## src/verilog/agu_params.svh

```systemverilog
`ifndef AGU_PARAMS_SVH
`define AGU_PARAMS_SVH

//////////////////////////////////////////////////
// Datapath widths

// Data word width
`define AGU_XLEN 32

// Bus address width
`define AGU_ADDR_SIZE 32

// One byte lane per 8 data bits
`define AGU_LANES (`AGU_XLEN / 8)

//////////////////////////////////////////////////
// AMO sequencer

// Seven states fit in three bits
`define AGU_STATE_W 3

`endif

```

## src/verilog/agu_pkg.sv

```systemverilog
`include "agu_params.svh"

package agu_pkg;

  // Data, address and byte mask
  typedef logic [`AGU_XLEN-1:0]      xlen_t;
  typedef logic [`AGU_ADDR_SIZE-1:0] addr_t;
  typedef logic [`AGU_LANES-1:0]     wmask_t;

  // Access size, same code as the bus size field
  typedef enum logic [1:0] {
    SIZE_B = 2'b00,
    SIZE_H = 2'b01,
    SIZE_W = 2'b10
  } size_t;

  // Shared ALU operation
  typedef enum logic [3:0] {
    ALU_ADD  = 4'd0,
    ALU_SWAP = 4'd1,
    ALU_AND  = 4'd2,
    ALU_OR   = 4'd3,
    ALU_XOR  = 4'd4,
    ALU_MAX  = 4'd5,
    ALU_MIN  = 4'd6,
    ALU_MAXU = 4'd7,
    ALU_MINU = 4'd8
  } amo_op_t;

  // AMO read-modify-write sequence
  typedef enum logic [`AGU_STATE_W-1:0] {
    ST_IDLE    = 3'd0,
    ST_1ST     = 3'd1,
    ST_AMOALU  = 3'd2,
    ST_AMORDY  = 3'd3,
    ST_WAIT2ND = 3'd4,
    ST_2ND     = 3'd5,
    ST_WBCK    = 3'd6
  } amo_state_t;

endpackage

```

## src/verilog/agu_alu.sv

```systemverilog
`timescale 1ns/1ps
`include "agu_params.svh"

module agu_alu import agu_pkg::*; (
  input  xlen_t   op1,
  input  xlen_t   op2,
  input  amo_op_t op,
  output xlen_t   res
);

  // One extra bit so the compare can read the sign of the difference
  logic [`AGU_XLEN:0] add_a;
  logic [`AGU_XLEN:0] add_b;
  logic [`AGU_XLEN:0] add_sum;
  logic               cmp_op;
  logic               signed_cmp;
  logic               op1_lt;

  //////////////////////////////////////////////////
  // Single adder

  // Max and min subtract, everything else adds or bypasses
  assign cmp_op     = (op == ALU_MAX) || (op == ALU_MIN)
                   || (op == ALU_MAXU) || (op == ALU_MINU);
  assign signed_cmp = (op == ALU_MAX) || (op == ALU_MIN);

  // Sign extend for signed compare, zero extend otherwise
  assign add_a = {signed_cmp & op1[`AGU_XLEN-1], op1};
  assign add_b = cmp_op ? ~{signed_cmp & op2[`AGU_XLEN-1], op2} : {1'b0, op2};

  // Carry in completes the two's complement of op2
  assign add_sum = add_a + add_b + {{`AGU_XLEN{1'b0}}, cmp_op};

  // Top bit of the widened difference is set when op1 < op2
  assign op1_lt = add_sum[`AGU_XLEN];

  //////////////////////////////////////////////////
  // Result select

  always_comb begin
    case (op)
      ALU_ADD:  res = add_sum[`AGU_XLEN-1:0];
      ALU_SWAP: res = op2;
      ALU_AND:  res = op1 & op2;
      ALU_OR:   res = op1 | op2;
      ALU_XOR:  res = op1 ^ op2;
      // Signed and unsigned share the same select, only the extension differs
      ALU_MAX,
      ALU_MAXU: res = op1_lt ? op2 : op1;
      ALU_MIN,
      ALU_MINU: res = op1_lt ? op1 : op2;
      default:  res = add_sum[`AGU_XLEN-1:0];
    endcase
  end

  // The AMO operation comes straight from the decoder through the sequencer
  always_comb begin
    assert (op inside {ALU_ADD, ALU_SWAP, ALU_AND, ALU_OR, ALU_XOR,
                       ALU_MAX, ALU_MIN, ALU_MAXU, ALU_MINU})
      else $error("agu_alu: illegal operation code %0d", op);
  end

endmodule

```

## src/verilog/agu_amo_seq.sv

```systemverilog
`timescale 1ns/1ps

module agu_amo_seq import agu_pkg::*; (
  input  logic    clk,
  input  logic    arst_n,
  input  logic    amo_start,
  input  logic    cmd_ready,
  input  logic    rsp_valid,
  input  logic    rsp_err,
  input  xlen_t   rsp_rdata,
  input  xlen_t   rs1,
  input  xlen_t   rs2,
  input  xlen_t   imm,
  input  xlen_t   alu_res,
  input  logic    is_amo,
  input  logic    o_ready,
  input  amo_op_t amo_op,
  output xlen_t   alu_op1,
  output xlen_t   alu_op2,
  output amo_op_t alu_op,
  output logic    amo_cmd_valid,
  output logic    amo_cmd_read,
  output xlen_t   amo_wdata,
  output xlen_t   amo_old,
  output logic    amo_err,
  output logic    amo_done,
  output logic    amo_busy
);

  amo_state_t state;
  amo_state_t state_nxt;

  // Leftover 0 keeps the old memory word, leftover 1 the ALU result
  xlen_t leftover_0;
  xlen_t leftover_1;
  logic  err_r;

  //////////////////////////////////////////////////
  // Sequencer FSM

  always_comb begin
    state_nxt = state;
    case (state)
      // Leave on the handshake of the locked read
      ST_IDLE:    if (amo_start && cmd_ready) state_nxt = ST_1ST;
      ST_1ST:     if (rsp_valid) state_nxt = ST_AMOALU;
      // ALU is free here, one cycle each
      ST_AMOALU:  state_nxt = ST_AMORDY;
      ST_AMORDY:  state_nxt = ST_WAIT2ND;
      ST_WAIT2ND: if (cmd_ready) state_nxt = ST_2ND;
      ST_2ND:     if (rsp_valid) state_nxt = ST_WBCK;
      // Hold the commit until the write-back side takes it
      ST_WBCK:    if (o_ready) state_nxt = ST_IDLE;
      default:    state_nxt = ST_IDLE;
    endcase
  end

  always_ff @(posedge clk or negedge arst_n) begin
    if (!arst_n) begin
      state <= ST_IDLE;
    end else begin
      state <= state_nxt;
    end
  end

  //////////////////////////////////////////////////
  // Leftover buffers and error bit

  always_ff @(posedge clk) begin
    // Read data of the first access, untouched by the second
    if ((state == ST_1ST) && rsp_valid) begin
      leftover_0 <= rsp_rdata;
    end
    if (state == ST_AMOALU) begin
      leftover_1 <= alu_res;
    end
  end

  always_ff @(posedge clk or negedge arst_n) begin
    if (!arst_n) begin
      err_r <= 1'b0;
    end else if ((state == ST_1ST) && rsp_valid) begin
      err_r <= rsp_err;
    end else if ((state == ST_2ND) && rsp_valid) begin
      // Second error merged into the first
      err_r <= err_r | rsp_err;
    end
  end

  //////////////////////////////////////////////////
  // ALU operand steering

  always_comb begin
    if (state == ST_AMOALU) begin
      alu_op1 = leftover_0;
      alu_op2 = rs2;
      alu_op  = amo_op;
    end else begin
      // Address add, AMO uses rs1 with no offset
      alu_op1 = rs1;
      alu_op2 = is_amo ? '0 : imm;
      alu_op  = ALU_ADD;
    end
  end

  // Read from idle, write from wait-2nd
  assign amo_cmd_valid = ((state == ST_IDLE) && amo_start) || (state == ST_WAIT2ND);
  assign amo_cmd_read  = (state == ST_IDLE);

  assign amo_wdata = leftover_1;
  assign amo_old   = leftover_0;
  assign amo_err   = err_r;
  assign amo_done  = (state == ST_WBCK);
  assign amo_busy  = (state != ST_IDLE);

  // Only an AMO may start the sequence
  a_idle_needs_amo: assert property (
    @(posedge clk) disable iff (!arst_n)
    ((state == ST_IDLE) && !is_amo) |=> (state == ST_IDLE)
  );

  // Memory answers one command at a time, nothing is pending here
  a_no_rsp_between: assert property (
    @(posedge clk) disable iff (!arst_n)
    (state inside {ST_AMOALU, ST_AMORDY, ST_WAIT2ND}) |-> !rsp_valid
  );

endmodule

```

## src/verilog/agu_issue.sv

```systemverilog
`timescale 1ns/1ps
`include "agu_params.svh"

module agu_issue import agu_pkg::*; (
  input  logic   i_valid,
  input  logic   load,
  input  logic   store,
  input  logic   is_amo,
  input  size_t  size,
  input  xlen_t  rs2,
  input  xlen_t  alu_res,
  input  logic   cmd_ready,
  input  logic   o_ready,
  input  logic   amo_cmd_valid,
  input  logic   amo_cmd_read,
  input  xlen_t  amo_wdata,
  input  xlen_t  amo_old,
  input  logic   amo_err,
  input  logic   amo_done,
  input  logic   amo_busy,
  output logic   amo_start,
  output logic   i_ready,
  output logic   longpipe,
  output logic   agu_o_valid,
  output xlen_t  agu_o_wbck_wdat,
  output logic   agu_o_wbck_err,
  output logic   agu_o_cmt_misalgn,
  output logic   agu_o_cmt_ld,
  output logic   agu_o_cmt_stamo,
  output logic   agu_o_cmt_buserr,
  output addr_t  agu_o_cmt_badaddr,
  output logic   icb_cmd_valid,
  output addr_t  icb_cmd_addr,
  output logic   icb_cmd_read,
  output xlen_t  icb_cmd_wdata,
  output wmask_t icb_cmd_wmask,
  output logic   icb_cmd_lock,
  output size_t  icb_cmd_size
);

  addr_t  addr;
  logic   misalgn;
  logic   misalgn_inst;
  logic   algn_ldst;
  logic   algn_amo;
  xlen_t  st_wdata;
  wmask_t st_wmask;

  //////////////////////////////////////////////////
  // Alignment

  assign addr = alu_res[`AGU_ADDR_SIZE-1:0];

  // A running AMO passed this check in idle
  assign misalgn = !amo_busy
                && (((size == SIZE_H) && addr[0])
                 || ((size == SIZE_W) && (addr[1:0] != 2'b00)));

  assign misalgn_inst = misalgn && (load || store || is_amo);
  assign algn_ldst    = !misalgn && (load || store);
  assign algn_amo     = !misalgn && is_amo;

  // Locked read goes out together with the commit reservation
  assign amo_start = i_valid && algn_amo && !amo_busy && o_ready;

  //////////////////////////////////////////////////
  // Store lane formatting

  always_comb begin
    case (size)
      SIZE_B: begin
        st_wdata = {`AGU_LANES{rs2[7:0]}};
        st_wmask = wmask_t'(1) << addr[1:0];
      end
      SIZE_H: begin
        st_wdata = {(`AGU_LANES / 2){rs2[15:0]}};
        st_wmask = wmask_t'(3) << {addr[1], 1'b0};
      end
      default: begin
        st_wdata = rs2;
        st_wmask = '1;
      end
    endcase
  end

  //////////////////////////////////////////////////
  // Bus command

  // Plain loads and stores also need the commit side in the same cycle
  assign icb_cmd_valid = (i_valid && algn_ldst && o_ready) || amo_cmd_valid;
  assign icb_cmd_addr  = addr;
  assign icb_cmd_read  = is_amo ? amo_cmd_read : load;
  assign icb_cmd_wdata = is_amo ? amo_wdata : st_wdata;
  // No write after a failed read
  assign icb_cmd_wmask = is_amo ? (amo_err ? '0 : '1) : st_wmask;
  assign icb_cmd_lock  = algn_amo && !amo_busy;
  assign icb_cmd_size  = size;

  //////////////////////////////////////////////////
  // Issue handshake and commit

  // AMO releases the instruction only when its commit is taken
  assign i_ready  = algn_amo ? (amo_done && o_ready) : (cmd_ready && o_ready);
  assign longpipe = algn_ldst;

  assign agu_o_valid = amo_done || (i_valid && (algn_ldst || misalgn_inst) && cmd_ready);

  assign agu_o_wbck_wdat   = amo_done ? amo_old : '0;
  assign agu_o_cmt_buserr  = amo_done && amo_err;
  assign agu_o_cmt_misalgn = misalgn_inst;
  assign agu_o_cmt_ld      = load;
  assign agu_o_cmt_stamo   = store || is_amo;
  assign agu_o_cmt_badaddr = addr;
  // Exceptions never write the register file
  assign agu_o_wbck_err    = agu_o_cmt_buserr || agu_o_cmt_misalgn;

  // The sequencer's request must never carry a misaligned address
  always_comb begin
    assert (!(icb_cmd_valid && misalgn_inst))
      else $error("agu_issue: bus command for misaligned access");
  end

endmodule

```

## src/verilog/agu_top.sv

```systemverilog
`timescale 1ns/1ps

module agu_top import agu_pkg::*; (
  input  logic    clk,
  input  logic    arst_n,
  // Issue
  input  logic    agu_i_valid,
  output logic    agu_i_ready,
  input  xlen_t   agu_i_rs1,
  input  xlen_t   agu_i_rs2,
  input  xlen_t   agu_i_imm,
  input  logic    agu_i_load,
  input  logic    agu_i_store,
  input  logic    agu_i_amo,
  input  size_t   agu_i_size,
  input  amo_op_t agu_i_amo_op,
  output logic    agu_i_longpipe,
  output logic    amo_wait,
  // Commit and write-back
  output logic    agu_o_valid,
  input  logic    agu_o_ready,
  output xlen_t   agu_o_wbck_wdat,
  output logic    agu_o_wbck_err,
  output logic    agu_o_cmt_misalgn,
  output logic    agu_o_cmt_ld,
  output logic    agu_o_cmt_stamo,
  output logic    agu_o_cmt_buserr,
  output addr_t   agu_o_cmt_badaddr,
  // Bus command
  output logic    icb_cmd_valid,
  input  logic    icb_cmd_ready,
  output addr_t   icb_cmd_addr,
  output logic    icb_cmd_read,
  output xlen_t   icb_cmd_wdata,
  output wmask_t  icb_cmd_wmask,
  output logic    icb_cmd_lock,
  output size_t   icb_cmd_size,
  // Bus response, always accepted
  input  logic    icb_rsp_valid,
  input  logic    icb_rsp_err,
  input  xlen_t   icb_rsp_rdata
);

  xlen_t   alu_op1;
  xlen_t   alu_op2;
  amo_op_t alu_op;
  xlen_t   alu_res;
  logic    amo_start;
  logic    amo_cmd_valid;
  logic    amo_cmd_read;
  xlen_t   amo_wdata;
  xlen_t   amo_old;
  logic    amo_err;
  logic    amo_done;

  agu_alu i_agu_alu (
    .op1 (alu_op1),
    .op2 (alu_op2),
    .op  (alu_op),
    .res (alu_res)
  );

  // Busy flag is the pipeline's AMO wait
  agu_amo_seq i_agu_amo_seq (
    .clk           (clk),
    .arst_n        (arst_n),
    .amo_start     (amo_start),
    .cmd_ready     (icb_cmd_ready),
    .rsp_valid     (icb_rsp_valid),
    .rsp_err       (icb_rsp_err),
    .rsp_rdata     (icb_rsp_rdata),
    .rs1           (agu_i_rs1),
    .rs2           (agu_i_rs2),
    .imm           (agu_i_imm),
    .alu_res       (alu_res),
    .is_amo        (agu_i_amo),
    .o_ready       (agu_o_ready),
    .amo_op        (agu_i_amo_op),
    .alu_op1       (alu_op1),
    .alu_op2       (alu_op2),
    .alu_op        (alu_op),
    .amo_cmd_valid (amo_cmd_valid),
    .amo_cmd_read  (amo_cmd_read),
    .amo_wdata     (amo_wdata),
    .amo_old       (amo_old),
    .amo_err       (amo_err),
    .amo_done      (amo_done),
    .amo_busy      (amo_wait)
  );

  agu_issue i_agu_issue (
    .i_valid           (agu_i_valid),
    .load              (agu_i_load),
    .store             (agu_i_store),
    .is_amo            (agu_i_amo),
    .size              (agu_i_size),
    .rs2               (agu_i_rs2),
    .alu_res           (alu_res),
    .cmd_ready         (icb_cmd_ready),
    .o_ready           (agu_o_ready),
    .amo_cmd_valid     (amo_cmd_valid),
    .amo_cmd_read      (amo_cmd_read),
    .amo_wdata         (amo_wdata),
    .amo_old           (amo_old),
    .amo_err           (amo_err),
    .amo_done          (amo_done),
    .amo_busy          (amo_wait),
    .amo_start         (amo_start),
    .i_ready           (agu_i_ready),
    .longpipe          (agu_i_longpipe),
    .agu_o_valid       (agu_o_valid),
    .agu_o_wbck_wdat   (agu_o_wbck_wdat),
    .agu_o_wbck_err    (agu_o_wbck_err),
    .agu_o_cmt_misalgn (agu_o_cmt_misalgn),
    .agu_o_cmt_ld      (agu_o_cmt_ld),
    .agu_o_cmt_stamo   (agu_o_cmt_stamo),
    .agu_o_cmt_buserr  (agu_o_cmt_buserr),
    .agu_o_cmt_badaddr (agu_o_cmt_badaddr),
    .icb_cmd_valid     (icb_cmd_valid),
    .icb_cmd_addr      (icb_cmd_addr),
    .icb_cmd_read      (icb_cmd_read),
    .icb_cmd_wdata     (icb_cmd_wdata),
    .icb_cmd_wmask     (icb_cmd_wmask),
    .icb_cmd_lock      (icb_cmd_lock),
    .icb_cmd_size      (icb_cmd_size)
  );

endmodule

```

## config.mk

```make
export PLATFORM = sky130hd
export DESIGN_NAME = agu_top
export DESIGN_NICKNAME = d
export VERILOG_FILES = /design/src/verilog/agu_pkg.sv /design/src/verilog/agu_alu.sv /design/src/verilog/agu_amo_seq.sv /design/src/verilog/agu_issue.sv /design/src/verilog/agu_top.sv
export VERILOG_INCLUDE_DIRS = /design/src /design/src/verilog
export SDC_FILE = /design/constraint.sdc
export NUM_CORES = 1
export LEC_CHECK = 0
export BUFFER_PORTS_ARGS = -buffer_cell sky130_fd_sc_hd__buf_2
export CORE_ASPECT_RATIO = 1.75
export CORE_UTILIZATION = 25
export CTS_BUF_LIST = sky130_fd_sc_hd__clkbuf_2 sky130_fd_sc_hd__clkbuf_4 sky130_fd_sc_hd__clkbuf_8
export DETAILED_ROUTE_END_ITERATION = 12
export GPL_TIMING_DRIVEN = 1
export PLACE_DENSITY = 0.52
export SYNTH_ARGS = -nofsm -noshare
export SYNTH_HDL_FRONTEND = slang
export SYNTH_SLANG_ARGS = --single-unit
export TNS_END_PERCENT = 30
```

## constraint.sdc

```tcl
create_clock -name clk -period 9.7 [get_ports clk]
set_clock_uncertainty 0.05 [all_clocks]
set_input_delay 1.94 -clock clk [delete_from_list [all_inputs] [get_ports clk]]
set_output_delay 1.94 -clock clk [all_outputs]
set_load 0.03 [all_outputs]
```

==> metrics <==
status=finished, final reports clean; Critical Path Max Stage Delay=540 ps; Avg Cell Area, Syn=between 7 and 8 um2; Leak=5.06 nW; setup TNS=0 ps; Final Max Slew Viols=0; sequential cell area=between 0.002 and 0.0025 mm2; final setup fails=0; CTS Buf Count=9; WP data required=7710 ps; Net Count, Synth=between 1,000 and 1,500; crit start category=input pin; count of different cell masters after synthesis=between 70 and 80; multiplexer share of the synthesized area=0.0447; GR Overflow Total=0; Tot GR Track Use=0.194; Hold Path End=i_agu_amo_seq.amo_err; Crit Path Class=input pin to output pin; post-synthesis sequential area ratio=0.232; PortBufs=289; Placed Area=between 0.01 and 0.015 mm2; worst reg2reg endpoint=i_agu_amo_seq.amo_wdata[31]; Slew HR=0.366; Synth Flop Type=edfxtp_1; top post-synthesis cells by area=edfxtp_1, ha_1, nand2_1; total power=roughly 4.3 mW; Worst IR Drop VDD=~370 uV; Commonest cells post-synth=nand2_1, ha_1, o21ai_0, inv_1, a21oi_1; routed vias=a little under 9,000; layout cells sized above 1=0.267; RD Place Congestion=0.864; Pre-antenna DRT Iters=7; Resized Gates After CTS=0; routed len/inst=roughly 19 um; num rows=90; Mapped Cells=1,094; fillers=approximately 3,700; synthesized area=between 0.008 and 0.009 mm2; CTS tree=done; Slowest cell on crit path=buf_4; Seq cells post-synth=68; largest net degree at the start of global routing=112; global-route wire length before repair=51,100 um; vias per cell=4.97; clock sink count=between 60 and 70; dpl ws=around 490 ps; Post-Layout Cell Count=1,775; initial antenna violation count=1; Hold Startpoint=i_agu_amo_seq.amo_err; post-layout instance area=between 0.01 and 0.015 mm2; root buffer selected by CTS=clkbuf_8; combinational family with the most area after synthesis=compound AO/OA/AOI/OAI gates; Max Cap Viol=0; vias in the first global route=8,704; Final #Nets=1,549; Synth top area share=0.221; Util after Layout=0.308; Crit Path Max Fanout=31; clk buf depth=2; FF-to-FF Start=i_agu_amo_seq.state[1]; Die Width=143 um; final worst-path cycle share=0.952; multi-input gate area in the final layout=0.00588 mm2; min-delay worst type=flop to flop; PwrDens=just over 400 mW/mm2; yosys warns=0; post-DP HPWL=27,100 um; fraction of registers with async set/reset=0.0588; CP Cell Sequence=buf_2 -> or2_2 -> a21o_1 -> nand2_1 -> buf_4 -> xnor2_1 -> ha_1 -> a21o_1 -> a2111o_1 -> a21o_1 -> a41oi_4 -> a211oi_2 -> o41ai_2 -> o211ai_1 -> a221o_1 -> a31o_1 -> a2111oi_2 -> nand3b_1 -> buf_2; Hold-fix buffers, CTS=0; Reg clk slew, reported paths=~90 ps; hold depth=2; path depth of the worst reg2reg path=19; Post-route DRC=0; area share of and/or/nand/nor cells after synthesis=0.178; CTS H-tree depth=3; worst path arrival time=approximately 7200 ps; worst-skew pair later-pin latency=~420 ps; io pins=290; Synth area leader=edfxtp_1; Initial Utilization=0.254; core box area=0.0343 mm2; CP startpoint=agu_i_amo_op[0]; Synth Area in Adders=0.139; Compound-Gate Fraction of Synth Area=0.247; number of synthesized flops with an enable pin=64; final-report hold violation count=0; drt initial violations=440; top-count cell post-synth=nand2_1; DIE AREA=0.0356 mm2; Worst Setup End Kind=output pin; Inst Count DP=between 1,500 and 2,000; slack of the critical path=between 400 and 500 ps; Top cell by count, worst path=a21o_1; Synth Area in XOR/XNOR=0.0624; synth-to-layout area growth=21.3%; r2r setup slk=roughly 3000 ps; Final ANT Viol Nets=0; drt total wl=34,400 um; setup bufs post-CTS=0; die height=249 um; Max Clk Rate=0.108 GHz; actual slew at the worst max-slew pin=949 ps; RSZ-0062 raised after global routing=no; fin crit period=9230 ps; hold slack final=528 ps
[layout by cell type (no fill, tap or decap), drive strengths merged, types with 3 or more instances in the layout]
cell type,n
dfrtp,4
a31oi,4
nand2b,37
a221oi,51
and3,34
nand3,13
nand3b,3
nor2b,4
nand2,150
o221ai,3
edfxtp,64
xnor2,37
mux2i,31
o21ai,98
nor3,4
buf,306
or3,3
nor2,44
a211oi,6
o21a,30
o22ai,3
clkinvlp,6
or2,4
ha,95
a22oi,7
nand4,6
inv,80
a21o,14
o21bai,4
mux2,7
clkbuf,9
o211ai,5
nor3b,10
and2,4
a21oi,77
xor2,25
[worst max-delay path, delay by kind of cell]
family,cells,cell delay (ps)
xor gates and xnor gates,1,160
buffers and inverters,3,960
and+or+nand+nor,3,750
AOI/OAI and AO/OA,11,3070
adders and majority gates,1,350
[area by class of cell]
class | count | share of cell area
antenna | 1 | 0.000237
clock buffer | 9 | 0.0117
clock inverter | 7 | 0.00509
inverter | 81 | 0.0293
multi-input combinational | 843 | 0.556
sequential | 68 | 0.191
tap | 460 | 0.0545
timing repair buffer | 306 | 0.151
[state kept, by name, summed over array words and instances (netlist names)]
name / cells
i_agu_amo_seq.state: 3
i_agu_amo_seq.amo_old: 32
i_agu_amo_seq.amo_wdata: 32
i_agu_amo_seq.amo_err: 1
[worst max path at each step]
stage,to,depth (start not counted),slack (ps)
2_1_floorplan,icb_cmd_addr[13],20,900
3_3_place_gp,agu_o_cmt_badaddr[31],19,520
3_5_place_dp,agu_o_cmt_badaddr[31],19,490
4_1_cts,agu_o_cmt_badaddr[31],19,480
5_1_grt,agu_i_ready,21,40
6_report,agu_o_cmt_badaddr[31],19,470
[per-layer routing]
layer / GRT usage / wire [um] / vias up
li1: - / - / 4309
met1: 0.226 / 13900 / 4188
met2: 0.348 / 17700 / 286
met3: 0.0281 / 1700 / 39
met4: 0.0808 / 1140 / 0
met5: 0 / 0 / -
[kinds of logic after synthesis]
| group | after synthesis |
|---|---|
| AND/OR/NAND/NOR | 323 |
| adder cells (fa/ha/maj) | 96 |
| XOR/XNOR | 62 |
| buffers and inverters | 183 |
| AO/OA/AOI/OAI | 324 |
| flip-flops | 68 |
| multiplexers | 38 |
[power by group]
group	switching, mW	internal (mW)	leakage (nW)
Combinational	2.52	1.02	4.35
Clock	0.141	0.0925	0.0697
Sequential	0.0370	0.480	0.637
Note: power is estimated with default switching activity, not from simulation.
